<file path="config.mk">
export PLATFORM = sky130hd
export DESIGN_NAME = intercom_top
export DESIGN_NICKNAME = d
export VERILOG_FILES = /design/src/verilog/audio_pkg.sv /design/src/verilog/talk_ctrl_pkg.sv /design/src/verilog/mic_level_detect.sv /design/src/verilog/talk_fsm.sv /design/src/verilog/voice_effect.sv /design/src/verilog/speaker_volume.sv /design/src/verilog/intercom_top.sv
export SDC_FILE = /design/constraint.sdc
export NUM_CORES = 1
export LEC_CHECK = 0
export ABC_AREA = 1
export BUFFER_PORTS_ARGS = -buffer_cell sky130_fd_sc_hd__clkbuf_2
export CAP_MARGIN = 20
export CORE_ASPECT_RATIO = 0.75
export CORE_MARGIN = 3
export CORE_UTILIZATION = 40
export CTS_CLUSTER_SIZE = 14
export DETAILED_ROUTE_END_ITERATION = 12
export HOLD_SLACK_MARGIN = 0.03
export PLACE_DENSITY = 0.6
export SYNTH_ARGS = -nofsm -noshare
export SYNTH_HDL_FRONTEND = slang
export SYNTH_SLANG_ARGS = --single-unit
</file>
<file path="constraint.sdc">
create_clock -name clk -period 1.5 [get_ports clk]
set_input_delay 0.15 -clock clk [delete_from_list [all_inputs] [get_ports clk]]
set_output_delay 0.15 -clock clk [all_outputs]
set_load 0.01 [all_outputs]
</file>
<file path="src/verilog/audio_pkg.sv">
`default_nettype none

package audio_pkg;

    // Widths of the audio and volume paths
    localparam int AUDIO_W  = 8;                          // Unsigned sample width
    localparam int VOLUME_W = 4;                          // Speaker volume width

    // One unsigned audio sample where 0 means silence
    typedef logic [AUDIO_W-1:0] audio_sample_t;

    // Speaker volume setting from 0 to 15
    typedef logic [VOLUME_W-1:0] volume_t;

    // Full product of a sample and a volume before the shift
    typedef logic [AUDIO_W+VOLUME_W-1:0] spk_product_t;

    // Sample doubled by the overdrive, one carry bit above a sample
    typedef logic [AUDIO_W:0] audio_wide_t;

    localparam audio_sample_t AUDIO_MAX = '1;             // Clip level of the overdrive

    // Noise gate decision
    localparam audio_sample_t GATE_THRESHOLD = 8'd64;     // Loud at or above this level
    localparam int GATE_HOLD_SAMPLES = 4;                 // Strobes held after last loud one

    // Speaker scaling drops the low bits of the product
    localparam int VOLUME_SHIFT = 4;

endpackage : audio_pkg

`default_nettype wire

</file>
<file path="src/verilog/talk_ctrl_pkg.sv">
`default_nettype none

package talk_ctrl_pkg;

    // Direction of the half-duplex channel
    // Two bits wide so the encoding can grow later
    typedef enum logic [1:0] {
        LISTEN = 2'b00,                                   // Speaker path open
        TALK   = 2'b01                                    // Microphone path open
    } talk_state_t;

    // Hold counter of the microphone level detector
    typedef logic [2:0] hold_count_t;                     // Counts down from the hold time

endpackage : talk_ctrl_pkg

`default_nettype wire

</file>
<file path="src/verilog/mic_level_detect.sv">
`timescale 1ns/1ps
`default_nettype none

module mic_level_detect (
    input  logic                    clk,
    input  logic                    rst,
    input  logic                    sample_en,            // One strobe per audio sample
    input  audio_pkg::audio_sample_t mic_aud,             // Microphone sample
    output logic                    mic_loud              // Level held across short pauses
);

    import audio_pkg::*;
    import talk_ctrl_pkg::*;

    localparam hold_count_t HOLD_LOAD = hold_count_t'(GATE_HOLD_SAMPLES); // Reload value

    hold_count_t hold_cnt;                                // Strobes left in the hold window
    logic        sample_loud;                             // Current sample passes the gate

    // Threshold compare on the raw sample
    assign sample_loud = (mic_aud >= GATE_THRESHOLD);

    // A loud strobe restarts the hold window
    // Quiet strobes run it down to zero
    always_ff @(posedge clk, posedge rst) begin
        if (rst) begin
            hold_cnt <= '0;                               // Start out quiet
        end else if (sample_en) begin
            if (sample_loud) begin
                hold_cnt <= HOLD_LOAD;                    // Restart the hold
            end else if (hold_cnt != '0) begin
                hold_cnt <= hold_cnt - 1'b1;              // One quiet strobe used up
            end
        end
    end

    // Loud for as long as the window is open
    assign mic_loud = (hold_cnt != '0);

endmodule : mic_level_detect

`default_nettype wire

</file>
<file path="src/verilog/talk_fsm.sv">
`timescale 1ns/1ps
`default_nettype none

module talk_fsm (
    input  logic                      clk,
    input  logic                      rst,
    input  logic                      mic_loud,           // Held noise gate decision
    input  logic                      ng_en,              // Noise gate enable
    input  logic                      ptt_en,             // Push-to-talk enable
    input  logic                      effect,             // Voice effect selected
    input  logic                      mute,               // Speaker mute
    input  audio_pkg::audio_sample_t  spk_aud,            // Remote audio
    output talk_ctrl_pkg::talk_state_t state,             // Current direction
    output logic                      eff_en,             // Transmit effect enable
    output logic                      vol_en              // Speaker enable
);

    import talk_ctrl_pkg::*;

    talk_state_t current_state;                           // Registered direction
    talk_state_t next_state;                              // Direction for the next cycle
    logic        spk_active;                              // Remote side is sending
    logic        want_talk;                               // Local side asks for the channel
    logic        drop_talk;                               // Local side lets go of the channel

    // Speaker activity is any non-silent remote sample
    assign spk_active = (spk_aud != '0);

    // Push-to-talk wins over the gate
    assign want_talk = ptt_en || (ng_en && mic_loud);

    // Both enables off, or the gate alone with a quiet mic
    assign drop_talk = (!ptt_en && !ng_en) || (ng_en && !ptt_en && !mic_loud);

    always_ff @(posedge clk, posedge rst) begin
        if (rst) begin
            current_state <= LISTEN;
        end else begin
            current_state <= next_state;
        end
    end

    // Next state, listen direction has priority
    always_comb begin
        next_state = current_state;                       // Hold by default
        case (current_state)
            LISTEN: begin
                if (!spk_active && want_talk) begin
                    next_state = TALK;                    // Channel is free and wanted
                end
            end
            TALK: begin
                if (spk_active || drop_talk) begin
                    next_state = LISTEN;                  // Remote barged in or released
                end
            end
            default: next_state = LISTEN;                 // Recover from unused code
        endcase
    end

    assign state = current_state;

    // Path enables follow the state only
    always_comb begin
        vol_en = 1'b0;
        eff_en = 1'b0;
        case (current_state)
            LISTEN:  vol_en = !mute;                      // Speaker unless muted
            TALK:    eff_en = effect;                     // Effect only while talking
            default: begin
                vol_en = 1'b0;
                eff_en = 1'b0;
            end
        endcase
    end

endmodule : talk_fsm

`default_nettype wire

</file>
<file path="src/verilog/voice_effect.sv">
`timescale 1ns/1ps
`default_nettype none

module voice_effect (
    input  logic                       clk,
    input  logic                       rst,
    input  logic                       sample_en,         // Sample strobe
    input  logic                       eff_en,            // Overdrive enable
    input  audio_pkg::audio_sample_t   mic_aud,           // Microphone sample
    input  talk_ctrl_pkg::talk_state_t state,             // Current direction
    output audio_pkg::audio_sample_t   tx_aud,            // Transmit sample
    output logic                       tx_valid           // One cycle after the strobe
);

    import audio_pkg::*;
    import talk_ctrl_pkg::*;

    audio_wide_t   doubled;                               // Twice the sample with carry
    audio_sample_t driven;                                // Overdrive clipped to range
    audio_sample_t tx_next;                               // Sample to register

    // Shift left by one, the top bit shows an overflow
    assign doubled = {mic_aud, 1'b0};

    // Saturate instead of wrapping around
    assign driven = doubled[AUDIO_W] ? AUDIO_MAX : doubled[AUDIO_W-1:0];

    // Silence outside TALK, effect only when enabled
    always_comb begin
        if (state != TALK) begin
            tx_next = '0;                                 // Channel belongs to the far end
        end else if (eff_en) begin
            tx_next = driven;
        end else begin
            tx_next = mic_aud;                            // Clean voice
        end
    end

    // Output register, loads only on a strobe
    always_ff @(posedge clk, posedge rst) begin
        if (rst) begin
            tx_aud <= '0;
        end else if (sample_en) begin
            tx_aud <= tx_next;
        end
    end

    // Valid pulse lines up with the registered sample
    always_ff @(posedge clk, posedge rst) begin
        if (rst) begin
            tx_valid <= 1'b0;
        end else begin
            tx_valid <= sample_en;
        end
    end

endmodule : voice_effect

`default_nettype wire

</file>
<file path="src/verilog/speaker_volume.sv">
`timescale 1ns/1ps
`default_nettype none

module speaker_volume (
    input  logic                     clk,
    input  logic                     rst,
    input  logic                     sample_en,           // Sample strobe
    input  logic                     vol_en,              // Speaker enable
    input  audio_pkg::audio_sample_t spk_aud,             // Remote sample
    input  audio_pkg::volume_t       volume,              // Volume setting
    output audio_pkg::audio_sample_t spk_out,             // Scaled speaker sample
    output logic                     spk_valid            // One cycle after the strobe
);

    import audio_pkg::*;

    spk_product_t  product;                               // Full width sample times volume
    audio_sample_t scaled;                                // Product with low bits dropped
    audio_sample_t spk_next;                              // Sample to register

    // Widen both operands so nothing is lost
    assign product = spk_product_t'(spk_aud) * spk_product_t'(volume);

    // Max is 255 * 15 / 16 so the result always fits a sample
    assign scaled = audio_sample_t'(product >> VOLUME_SHIFT);

    assign spk_next = vol_en ? scaled : '0;               // Muted or talking gives silence

    always_ff @(posedge clk, posedge rst) begin
        if (rst) begin
            spk_out <= '0;
        end else if (sample_en) begin
            spk_out <= spk_next;                          // Hold between strobes
        end
    end

    always_ff @(posedge clk, posedge rst) begin
        if (rst) begin
            spk_valid <= 1'b0;
        end else begin
            spk_valid <= sample_en;
        end
    end

endmodule : speaker_volume

`default_nettype wire

</file>
<file path="src/verilog/intercom_top.sv">
`timescale 1ns/1ps
`default_nettype none

module intercom_top (
    input  logic                       clk,
    input  logic                       rst,
    input  logic                       sample_en,         // One strobe per audio sample
    input  logic                       ng_en,             // Noise gate enable
    input  logic                       ptt_en,            // Push-to-talk
    input  logic                       effect,            // Overdrive select
    input  logic                       mute,              // Speaker mute
    input  audio_pkg::audio_sample_t   mic_aud,           // Local microphone
    input  audio_pkg::audio_sample_t   spk_aud,           // Remote audio
    input  audio_pkg::volume_t         volume,            // Speaker volume
    output talk_ctrl_pkg::talk_state_t state,             // Current direction
    output audio_pkg::audio_sample_t   tx_aud,            // Transmit audio
    output audio_pkg::audio_sample_t   spk_out,           // Speaker audio
    output logic                       tx_valid,          // Transmit sample strobe
    output logic                       spk_valid          // Speaker sample strobe
);

    logic mic_loud;                                       // Gate decision with hold
    logic eff_en;                                         // Overdrive active
    logic vol_en;                                         // Speaker path open

    // Noise gate front end
    mic_level_detect i_mic_level_detect (
        .clk       (clk),
        .rst       (rst),
        .sample_en (sample_en),
        .mic_aud   (mic_aud),
        .mic_loud  (mic_loud)
    );

    // Direction control
    talk_fsm i_talk_fsm (
        .clk      (clk),
        .rst      (rst),
        .mic_loud (mic_loud),
        .ng_en    (ng_en),
        .ptt_en   (ptt_en),
        .effect   (effect),
        .mute     (mute),
        .spk_aud  (spk_aud),
        .state    (state),
        .eff_en   (eff_en),
        .vol_en   (vol_en)
    );

    // Transmit path
    voice_effect i_voice_effect (
        .clk       (clk),
        .rst       (rst),
        .sample_en (sample_en),
        .eff_en    (eff_en),
        .mic_aud   (mic_aud),
        .state     (state),
        .tx_aud    (tx_aud),
        .tx_valid  (tx_valid)
    );

    // Receive path
    speaker_volume i_speaker_volume (
        .clk       (clk),
        .rst       (rst),
        .sample_en (sample_en),
        .vol_en    (vol_en),
        .spk_aud   (spk_aud),
        .volume    (volume),
        .spk_out   (spk_out),
        .spk_valid (spk_valid)
    );

endmodule : intercom_top

`default_nettype wire

</file>
-- Word-level counts from Yosys, hierarchy flattened
Index checks and enable logic that the tools add are counted.
- register bits after elaboration: 22
- output and inout port bits: 20
- bits of input ports: 27
- word-level logic and storage cells: 42
- add/subtract/negate cells: 1
- reduce and logical (&&, ||, !) cells: 19
- $lt $le $gt $ge: 1
- equality and inequality tests: 4
- multiply operators: 1
- mux-type cells: 11
- operators by type and width (operator ; number):
    $mux W8 ; 4
    $mul A8 B4 Y12 ; 1
    $ge A8 B7 Y1 const B ; 1
    $reduce_bool A8 Y1 ; 1
    $mux W3 ; 2
    $ne A2 B1 Y1 const B ; 3
    $logic_and A1 B1 Y1 ; 5
    $logic_not A1 Y1 ; 5
    $mux W2 ; 2
    $pmux W2 S2 ; 1
    $reduce_and A2 Y1 ; 2
    $logic_or A1 B1 Y1 ; 3
    $reduce_bool A3 Y1 ; 1
    $sub A3 B1 Y3 const B ; 1
    $eq A2 B1 Y1 const B ; 1
    $logic_not A2 Y1 ; 1
    $mux W1 ; 2
    $reduce_bool A2 Y1 ; 1

-- Longest topological paths before layout
Gate-level depths: netlist (run 1).
- word-level depth: 7
- mapped depth: 17
- depth with buffers taken out: 16

-- Modules after synthesis
A second synthesis (run 1) with hierarchy kept.
- cells, all modules: 302
- area total of the unflattened synthesis: 2104.5 um2
- modules (own cells, without submodules) (module ; area an instance (um2) ; times used ; sequential area each (um2) ; cells each):
    speaker_volume ; 1312.5 ; 1 ; 225.2 ; 190
    voice_effect ; 469.2 ; 1 ; 225.2 ; 61
    mic_level_detect ; 203.9 ; 1 ; 75.1 ; 27
    talk_fsm ; 118.9 ; 1 ; 25.0 ; 24

-- Least setup slack after synthesis (run 1)
Ideal clock, no wire load.
- path type: input to register
- start: in volume[3]
- end: reg i_speaker_volume.spk_out[6]
- data arrival time: 2514 ps
- stages: 14
- slack: -1132 ps
- path buffers: 1
- library setup time: 117 ps
- path through: clkbuf_1 > nand2_1 > inv_1 > fa_1 > inv_1 > fa_1 > inv_1 > ha_1 > a21oi_1 > o21bai_1 > a21oi_1 > nand3_1 > nand3_1 > nand2_1
- cells in the longest elaborated chain, start to end: 2
- RTL lines (item ; RTL line ; source):
    from (decl) ; intercom_top.sv:14 ; input audio_pkg::volume_t volume,
    $mul A8 B4 Y12 ; speaker_volume.sv:22 ; assign product = spk_product_t'(spk_aud) * spk_product_t'(volume);
    $mux W8 ; speaker_volume.sv:27 ; assign spk_next = vol_en ? scaled : '0;
    to (signal assigned) ; speaker_volume.sv:33 ; spk_out <= spk_next;
    to (decl) ; speaker_volume.sv:11 ; output audio_pkg::audio_sample_t spk_out,
No other way between the ends.
A chain may end at the register's enable or synchronous reset.

-- Worst setup path in the final report (run 1)
- start: in volume[3]
- end: reg i_speaker_volume.spk_out[7]
Same word-level chain as after synthesis.

==> impl_results.md, run 1 <==
* Critical path class: input port to register
* Yosys top cell area share at between 20% and 30%
* First-pass GRT wire length at just under 8 mm
* Routed wire length at 4.451 mm
* Grt total ovfl at 0
* Global Route met1 Usage at about a quarter
* CP Buf/Inv Count at 4
* Vias in the first global route at around 1700
* Worst hold start: sample_en
* Place WS at -1034 ps
* Family with the most delay on the worst path: adder cells
* Yosys cell types at 30
* TritonCTS clock tree: yes
* Fmax at approximately 460 MHz
* Drt initial violations at 64
* Design area at 2780 sq um
* Most frequent cell after synthesis: nand2_1
* Synth warn at 0
* Clock Power Share at approximately 17%
* Final Skew at about 5.6 ps
* Routed via count at around 1900
* Hold Crit Depth at 1
* Nets at 394
* DRT Pass-1 Iters at 4
* Synth cell count leaders: 89 x nand2_1, 52 x inv_1, 21 x dfrtp_1
* Slew Limit Fails at 0
* Worst reg-to-reg path cell count at 7
* Core area at ~4500 sq um
* Int Pwr at 0.001343 W
* Max stage delay on crit path at approximately 520 ps
* Syn Area/Cell at about 7.2 sq um
* Maximum vdd ir drop at roughly 670 uV
* Routability Congestion at around 0.80
* Htree depth at 1
* Logic gate share of total power at between 50% and 60%
* Pwr dens at 772.1 nW/um^2
* Final cell count without fillers at around 400
* Vias per Instance at about 4.7
* Placed Area at approximately 2500 sq um
* Synth area leader: dfrtp_1
* Unrepaired setup endpoints after global routing: yes
* Root buffer cell: clkbuf_8
* Gr usage total at 16.90%
* Met2 Use GR at approximately a quarter
* Clock Path Buffers at 2
* CTS buffer count at 3
* Async set-reset flop share out of synthesis at between 90% and 100%
* Antenna violations before repair at 0
* P_sw at approximately 0.0008 W
* Die area at 5640 sq um
* Post-Syn Instances at 264
* Clock-pin slew of the registers on the worst-case setup and hold paths at around 70 ps
* Reg power frac at about 30%
* Cell Chain, Critical Path: clkbuf_16 -> nand2_4 -> inv_2 -> fa_1 -> inv_1 -> fa_1 -> inv_2 -> ha_4 -> nand2_1 -> nor2_1 -> nand3_1 -> nand3_2 -> nand2_1 -> nand2_1 -> o21ai_2
* Cells after DPL at just under 400
* Critical Path Stages at 15
* Critical Path Source Type: input port
* Clock Latency Late Sink at around 250 ps
* # rows at 21
* Worst R2R Start: i_mic_level_detect.hold_cnt[0]
* Met3 track demand over resource at under 10%
* Fillers at 433
* Crit path launch: volume[3]
* Area delta synth->final at 45.80%
* Setup TNS at -5124 ps
* Detail Route Antenna Nets at 0
* Slowest CP cell: fa_1
* Top FF cell, synth: dfrtp_1
* #FFs+latches synth at 21
* Max-capacitance violation count at 0
* Largest net degree at the start of global routing at 22
* Post-synth EDFFs at 0
* Fin crit period at about 2200 ps
* Mapped Area at approximately 1900 sq um
* Final Hold Fails at 0
* Required time of the worst setup path at 1650 ps
* Hold crit path type: input port to register
* Clock sink count at 21
* Total power at 0.002147 W
* Syn Nets at roughly 320
* Tcrit/Tclk final at 145.6%
* Routed len/inst at ~11 um
* Outcome: complete, but fails checks
* Final worst-path setup slack at -683.3 ps
* Register area share after synthesis at 27.56%
* Die span in x at around 86 um
* Die Y at around 66 um
* Top cells by area, synth: dfrtp_1 28%, nand2_1 18%, fa_1 12%, ha_1 10%, inv_1 10%
* Initial Utilization at a little over two fifths
* Lkg Pwr at approximately 1.6 nW
* Input/output buffers at 45
* Setup Viol. Count Final at 8
* Antenna Cells at 0
* Gr busiest metal: met2
* CP Capture Type: register
* Net Sw Frac at 37.42%
* Worst Path Max Fanout at 6
* Half-perimeter wire length after placement at between 3 and 4 mm
* IO Count at 47
* WP data arrival at about 2300 ps
* Cell mode on critical path: nand2_1
* DRC viols at 0
* Failing checks: setup timing
* Share of layout cells above drive strength 1 at a little over 40%
[area by class of cell]
class | instances | area [sq um] | area share [%]
Timing Repair Buffer | 76 | 536.8 | 19.31
Multi-Input combinational cell | 181 | 1388 | 49.91
Tap cell | 57 | 71.32 | 2.565
Clock buffer | 4 | 45.04 | 1.620
Inverter | 57 | 214.0 | 7.696
Sequential cell | 21 | 525.5 | 18.90
[placed cells by master, fill, tap and decap left out, types with 2 or more instances in the layout]
master and n:
dfrtp_1 21, ha_1 10, clkbuf_8 6, buf_4 29, nand2_1 70, a21oi_2 2
nand2_4 8, ha_4 5, o21ai_0 3, o21ai_1 7, clkbuf_2 39, inv_1 41
clkbuf_16 2, nor4_1 2, inv_2 15, nor2_1 8, nand2_2 14, o21a_1 2
nor2_2 2, o221ai_1 6, nor3_2 2, fa_1 11, nand3_1 8, buf_6 2
nand3_2 4, a21oi_1 2, a21oi_4 4
[power by group through the flow]
stage | registers, W | clock network (W) | logic, W
floorplan | 0.000676 | 0 | 0.000610
global placement | 0.000658 | 0 | 0.000953
detailed placement | 0.000657 | 0 | 0.000967
CTS | 0.000646 | 0.000373 | 0.00105
global route | 0.000651 | 0.000397 | 0.00128
finish | 0.000646 | 0.000359 | 0.00114
[routing by layer]
| layer | part of all wire [%] | routed length [um] | vias to the layer above |
|---|---|---|---|
| met1 | 51 | 2288 | 867 |
| met2 | 46 | 2049 | 17 |
| met4 | 0.27 | 12 | 0 |
| li1 | - | - | 965 |
| met3 | 2.2 | 100 | 2 |
| met5 | 0 | 0 | - |
[final timing paths]
check                      slack, ps                             end
setup reg to reg                 200  i_mic_level_detect.hold_cnt[2]
min in group asynchronous        450     i_speaker_volume.spk_out[0]
hold / removal                    60      i_speaker_volume.spk_valid
setup / recovery                -680     i_speaker_volume.spk_out[7]
max in group asynchronous        830        i_voice_effect.tx_aud[1]
hold reg to reg                  480     i_speaker_volume.spk_out[6]
[state kept, by name (all words and copies together), names as in the netlist]
signal                       flops
i_speaker_volume.spk_valid       1
i_mic_level_detect.hold_cnt      3
i_talk_fsm.state                 1
i_voice_effect.tx_aud            8
i_speaker_volume.spk_out         8
[kinds of logic (layout without fill, tap and decap cells)]
kind of cell / Yosys count / count (layout) / share of synthesized area (%)
buffers and inverters: 62 / 137 / 12.60
DFF: 21 / 21 / 27.56
xor gates and xnor gates: 1 / 1 / 0.4594
AOI/OAI and AO/OA: 30 / 30 / 10.11
other: 1 / 1 / 0.1967
adders and majority gates: 27 / 27 / 22.05
and+or+nand+nor: 122 / 122 / 27.03
[metrics by stage]
stage	utilization [%]	hold WS (ps)
floorplan	-	126.5
global placement	54.79	171.2
detailed placement	54.79	177.6
CTS	59.22	52.36
global route	61.52	55.72
finish	61.52	59.27
[timing repair]
item	in CTS	in global routing
pin swaps	22	17
resized for setup	34	29
endpoints found under the hold margin	21	0
hold buffers	1	0
buffers inserted	0	1
setup endpoints to repair	8	8
No activity file was read; power rests on OpenSTA's default activity.
==> run 2, diff against run 1 <==
--- a/config.mk
+++ b/config.mk
@@ -7,7 +7,7 @@
 export LEC_CHECK = 0
 export ABC_AREA = 1
 export BUFFER_PORTS_ARGS = -buffer_cell sky130_fd_sc_hd__clkbuf_2
-export CAP_MARGIN = 20
+export CAP_MARGIN = 30
 export CORE_ASPECT_RATIO = 0.75
 export CORE_MARGIN = 3
 export CORE_UTILIZATION = 40
@@ -15,6 +15,7 @@
 export DETAILED_ROUTE_END_ITERATION = 12
 export HOLD_SLACK_MARGIN = 0.03
 export PLACE_DENSITY = 0.6
+export RECOVER_POWER = 50
 export SYNTH_ARGS = -nofsm -noshare
 export SYNTH_HDL_FRONTEND = slang
 export SYNTH_SLANG_ARGS = --single-unit
==> run 2 against run 1 <==
The run still ends with setup timing left; die area unchanged; clock skew about the same; worst hold slack better by 16 ps; largest cell class unchanged; sequential cell count unchanged; wire length about the same.
==> impl_results.md, run 2 (synthesis gave the netlist of run 1 again) <==
* Relative slew slack at 64.58%
* Core area at 4519 sq um (unchanged)
* Pwr dens at 772.3 nW/um^2 (about the same)
* Die span in x at 85.73 um (unchanged)
* Highest-count cells in the layout ignoring fill and taps: 70 x nand2_1, 41 x inv_1, 35 x clkbuf_2
* Detail Route Antenna Nets at 0 (unchanged)
* Fmax at 458.0 MHz (about the same)
* Die area at 5640 sq um (unchanged)
* Worst Hold End: i_speaker_volume.spk_valid
* DRC viols at 0 (unchanged)
* Clock-pin slew of the registers on the worst-case setup and hold paths at 70 ps (about the same)
* Antenna Cells at 0 (unchanged)
* First-pass GRT wire length at 7.755 mm (unchanged)
* Clock Path Buffers at 2 (unchanged)
* Htree depth at 1 (unchanged)
* Hold crit path type: input port to register
* Metal2 WL at 2.049 mm (unchanged)
* Critical Path Source Type: input port
* Required time of the worst setup path at 1650 ps (about the same)
* Worst R2R Start: i_mic_level_detect.hold_cnt[0]
* Final Skew at 5.910 ps (+0.3431 ps)
* Area delta synth->final at 45.34%
* Fin crit period at 2184 ps (+0.2260 ps)
* Drt initial violations at 53 (-17%)
* Post-Route M1 WL at 2.292 mm (+0.17%)
* Cells after DPL at 390 (unchanged)
* Outcome: complete, but fails checks
* Place WS at -1034 ps (unchanged)
* Top Registers: i_speaker_volume.spk_out: 8 flops, i_voice_effect.tx_aud: 8 flops, i_mic_level_detect.hold_cnt: 3 flops
* Initial Utilization at 42.19% (unchanged)
* CTS buffer count at 3 (unchanged)
* Vias in the first global route at 1722 (unchanged)
* Vias per Instance at 4.672 (about the same)
* Fillers at 435 (+0.46%)
* Final cell count without fillers at 396 (unchanged)
* WP data arrival at 2340 ps (about the same)
* Met3 WL post-DR at 99 um (-1.0%)
* CP Capture Type: register
* Lkg Pwr at 1.597 nW (-1.0%)
* Max-capacitance violation count at 0 (unchanged)
* # rows at 21 (unchanged)
* Unrepaired setup endpoints after global routing: yes
* Clock Latency Late Sink at 250 ps (about the same)
* Root buffer cell: clkbuf_8
* Final Hold Fails at 0 (unchanged)
* Hold Crit Depth at 1 (unchanged)
* Setup Viol. Count Final at 8 (unchanged)
* Half-perimeter wire length after placement at 3.627 mm (unchanged)
* Hold slack final at 75.44 ps (+16.17 ps)
* Routed via count at 1850 (-0.054%)
* IO Count at 47 (unchanged)
* Actual slew at the worst max-slew pin at roughly 530 ps
* Die Y at 65.80 um (unchanged)
* Critical path class: input port to register
* Slew Limit Fails at 0 (unchanged)
* Worst hold start: sample_en
* Grt total ovfl at 0 (unchanged)
* R2R setup slack at 200 ps (about the same)
* Routed len/inst at 11.25 um (about the same)
* Nets at 394 (unchanged)
* Failing checks: setup timing
* Routed wire length at 4.455 mm (about the same)
* DRT Pass-1 Iters at 4 (unchanged)
* Clock sink count at 21 (unchanged)
* Commonest non-fill, non-tap cell in the layout: nand2_1
* Routability Congestion at 0.8035 (unchanged)
* Gr usage total at 16.90% (unchanged)
* Largest net degree at the start of global routing at 22 (unchanged)
* Worst reg-to-reg path cell count at 7 (unchanged)
* Share of layout cells above drive strength 1 at 39.53% (-1.5 points)
* Max Used Layer: met4
* Final worst-path setup slack at -683.5 ps (-0.2260 ps)
* Input/output buffers at 45 (unchanged)
* TritonCTS clock tree: yes
* Maximum vdd ir drop at 669.7 uV (-0.29%)
* Tcrit/Tclk final at 145.6% (about the same)
* Reg2reg end: i_mic_level_detect.hold_cnt[2]
* Antenna violations before repair at 0 (unchanged)
* Worst Path Max Fanout at 6 (unchanged)
## run 2: per-stage QoR
step / instance area, sq um / setup TNS [ps] / total power (W) / utilization [%]
finish: 2771 / -5128 / 0.002140 / 61.32
global route: 2771 / -5964 / 0.002322 / 61.32
CTS: 2676 / -5201 / 0.002073 / 59.22
detailed placement: 2476 / -7566 / 0.001623 / 54.79
global placement: 2476 / -7303 / 0.001611 / 54.79
floorplan: 2008 / -5865 / 0.001286 / -
## run 2: area by class of cell
type,count,area [sq um],area share (%)
Timing Repair Buffer,76,528.0,19.05
Clock buffer,4,45.04,1.625
Multi-Input combinational cell,181,1388,50.07
Tap cell,57,71.32,2.573
Sequential cell,21,525.5,18.96
Inverter,57,214.0,7.720
## run 2: how the worst max path moves through the flow
stage	startpoint	end	depth (start not counted)
6_report	volume[3]	i_speaker_volume.spk_out[7]	15
5_1_grt	spk_aud[5]	i_speaker_volume.spk_out[7]	15
4_1_cts	volume[1]	i_speaker_volume.spk_out[6]	14
3_5_place_dp	volume[1]	i_speaker_volume.spk_out[6]	15
3_3_place_gp	volume[1]	i_speaker_volume.spk_out[7]	15
2_1_floorplan	volume[2]	i_speaker_volume.spk_out[6]	14
## run 2: layer usage
layer	vias to the layer above	GRT usage, %
met4	0	1.186
met3	2	3.238
met5	-	0
li1	966	-
met1	865	25.12
met2	17	26.65
## run 2: repair_timing
item,CTS,global route
setup endpoints to repair,8,8
setup buffers,0,1
pin swaps,22,17
hold buffers,1,0
endpoints found under the hold margin,21,0
resized for setup,34,29
## run 2: critical path, cell delays in order
cell       delay, ps
clkbuf_16        140
nand2_4           50
inv_2             30
fa_1             520
inv_1             40
fa_1             500
inv_2             50
ha_4             310
nand2_1           70
nor2_1           110
nand3_1          100
nand3_2           90
nand2_1           50
nand2_1           70
o21ai_2           50
## run 2: power breakdown
part / leakage [nW] / internal [W] / switching (W)
registers: 0.280 / 0.000619 / 0.0000267
clock network: 0.0228 / 0.000189 / 0.000170
logic: 1.29 / 0.000530 / 0.000606
==> run 3, diff against run 2 <==
--- a/config.mk
+++ b/config.mk
@@ -13,7 +13,7 @@
 export CORE_UTILIZATION = 40
 export CTS_CLUSTER_SIZE = 14
 export DETAILED_ROUTE_END_ITERATION = 12
-export HOLD_SLACK_MARGIN = 0.03
+export HOLD_SLACK_MARGIN = 0.1
 export PLACE_DENSITY = 0.6
 export RECOVER_POWER = 50
 export SYNTH_ARGS = -nofsm -noshare
==> run 3 against run 2 <==
The flow still finishes with violations (setup timing); critical path depth did not move; clock power barely moved; wire length barely moved; first-iteration DRC count rose by 19%; global-route usage did not move; maximum frequency barely moved; register-to-register slack barely moved; worst setup slack barely moved; die area did not move; power barely moved; largest cell class unchanged.
==> impl_results.md, run 3 (synthesis gave the netlist of run 1 again) <==
* Clock Latency Late Sink at 250 ps (about the same)
* Reg2reg end: i_mic_level_detect.hold_cnt[2]
* Worst reg-to-reg path cell count at 7 (unchanged)
* Drt initial violations at 63 (+19%)
* Slowest CP cell: fa_1
* Die area at 5640 sq um (unchanged)
* IO Count at 47 (unchanged)
* Routability Congestion at 0.8035 (unchanged)
* Routed wire length at 4.452 mm (about the same)
* First-pass GRT wire length at 7.755 mm (unchanged)
* Fin crit period at 2184 ps (-0.01400 ps)
* Logic gate share of total power at 53.1% (about the same)
* Lkg Pwr at 1.601 nW (+0.26%)
* Maximum vdd ir drop at 669.6 uV (about the same)
* Cell mode on critical path: nand2_1
* Final worst-path setup slack at -683.5 ps (+0.01400 ps)
* Antenna Cells at 0 (unchanged)
* CTS buffer count at 3 (unchanged)
* Actual slew at the worst max-slew pin at 532.1 ps (+0.7550 ps)
* Critical path capture point: i_speaker_volume.spk_out[7]
* Root buffer cell: clkbuf_8
* Die Y at 65.80 um (unchanged)
* Initial Utilization at 42.19% (unchanged)
* Place WS at -1034 ps (unchanged)
* P_sw at 0.0008032 W (about the same)
* Vias per Instance at 4.670 (about the same)
* Max stage delay on crit path at 520 ps (about the same)
* Hold Crit Depth at 3 (+2)
* Antenna violations before repair at 0 (unchanged)
* Failing checks: setup timing
* Outcome: complete, but fails checks
* Clock Power Share at 16.7% (about the same)
* Htree depth at 1 (unchanged)
* Fmax at 458.0 MHz (about the same)
* DRC viols at 0 (unchanged)
* Max-capacitance violation count at 0 (unchanged)
* Input/output buffers at 45 (unchanged)
* Worst Path Max Fanout at 6 (unchanged)
* Setup Viol. Count Final at 8 (unchanged)
* Highest-count cells in the layout ignoring fill and taps: 70 x nand2_1, 41 x inv_1, 35 x clkbuf_2
* Critical Path Source Type: input port
* Fillers at 432 (-0.69%)
* WP data arrival at 2340 ps (about the same)
* Worst R2R Start: i_mic_level_detect.hold_cnt[0]
* Clock Path Buffers at 2 (unchanged)
* Hold crit path type: input port to register
* Fin util at 61.54% (+0.22 points)
* Pwr dens at 770.1 nW/um^2 (-0.28%)
* Area delta synth->final at 45.87%
* Clock-pin slew of the registers on the worst-case setup and hold paths at 70 ps (about the same)
* Share of layout cells above drive strength 1 at 39.41% (-0.12 points)
* Cell Chain, Critical Path: clkbuf_16 -> nand2_4 -> inv_2 -> fa_1 -> inv_1 -> fa_1 -> inv_2 -> ha_4 -> nand2_1 -> nor2_1 -> nand3_1 -> nand3_2 -> nand2_1 -> nand2_1 -> o21ai_2
* R2R setup slack at 200 ps (about the same)
* Required time of the worst setup path at 1650 ps (about the same)
* Crit path launch: volume[3]
* Vias in the first global route at 1723 (+0.058%)
* Final Skew at 5.755 ps (-0.1558 ps)
* Largest net degree at the start of global routing at 22 (unchanged)
* Gr usage total at 16.90% (unchanged)
* Top Registers: i_speaker_volume.spk_out: 8 flops, i_voice_effect.tx_aud: 8 flops, i_mic_level_detect.hold_cnt: 3 flops
* Hold slack final at 128.6 ps (+53.17 ps)
* Placed Area at 2476 sq um (unchanged)
* DRT Pass-1 Iters at 4 (unchanged)
* Reg power frac at 30.1% (about the same)
* Routed via count at 1854 (+0.22%)
* Clock sink count at 21 (unchanged)
* Core area at 4519 sq um (unchanged)
* Final Hold Fails at 0 (unchanged)
* # rows at 21 (unchanged)
* Half-perimeter wire length after placement at 3.627 mm (unchanged)
* Relative slew slack at 64.53% (about the same)
* Die span in x at 85.73 um (unchanged)
* Int Pwr at 0.001339 W (+0.13%)
* TritonCTS clock tree: yes
* Net Sw Frac at 37.50% (about the same)
* CP Capture Type: register
* Slew Limit Fails at 0 (unchanged)
* Design area at 2781 sq um (+0.36%)
* Critical path class: input port to register
* Detail Route Antenna Nets at 0 (unchanged)
* Grt total ovfl at 0 (unchanged)
* Nets at 395 (+0.25%)
* Unrepaired setup endpoints after global routing: yes
* Commonest non-fill, non-tap cell in the layout: nand2_1
* Routed len/inst at 11.21 um (-0.32%)
* Tcrit/Tclk final at 145.6% (about the same)
run 3: final cells by class:
cell class                      instances  area [sq um]  share of cell area [%]
Multi-Input combinational cell        181          1388                   49.89
Sequential cell                        21         525.5                   18.89
Inverter                               57         214.0                   7.692
Timing Repair Buffer                   77         538.0                   19.34
Clock buffer                            4         45.04                   1.619
Tap cell                               57         71.32                   2.564
run 3: how the worst min path moves through the flow:
stage	startpoint	to	slack [ps]
after floorplan	rst	i_mic_level_detect.hold_cnt[0]	130
after detailed placement	rst	i_mic_level_detect.hold_cnt[1]	180
after global routing	ptt_en	i_talk_fsm.state[0]	140
after CTS	ptt_en	i_talk_fsm.state[0]	130
final	ptt_en	i_talk_fsm.state[0]	130
after global placement	rst	i_mic_level_detect.hold_cnt[1]	170
run 3: worst max-delay path, delay by kind of cell:
family          cells  cell delay, ps
buf+inv             4             260
compound gates      1              50
fa+ha+maj           3            1330
simple gates        7             540
run 3: through the flow:
step	std cells	power (W)	setup TNS [ps]
3_3_place_gp	390	0.001611	-7303
2_1_floorplan	264	0.001286	-5865
3_5_place_dp	390	0.001623	-7566
5_1_grt	397	0.002325	-5964
4_1_cts	396	0.002075	-5201
6_report	397	0.002142	-5127
run 3: metal layers:
metal  routed length, um  track usage, %
met3                  99           3.238
met2                2046           26.65
met5                   0               0
met1                2292           25.12
met4                  12           1.186
run 3: power groups by stage:
stage,Sequential (W),Combinational (W),Clock (W)
floorplan,0.000676,0.000610,0
global route,0.000651,0.00128,0.000397
CTS,0.000646,0.00106,0.000373
global placement,0.000658,0.000953,0
detailed placement,0.000657,0.000967,0
finish,0.000646,0.00114,0.000359
run 3: timing repair:
item                                    in CTS  in global routing
setup buffers                                0                  1
hold endpoints to repair                    22                  0
endpoints found under the setup margin       8                  8
hold buffers                                 2                  0
gates resized for setup                     34                 29
pin swaps                                   22                 17
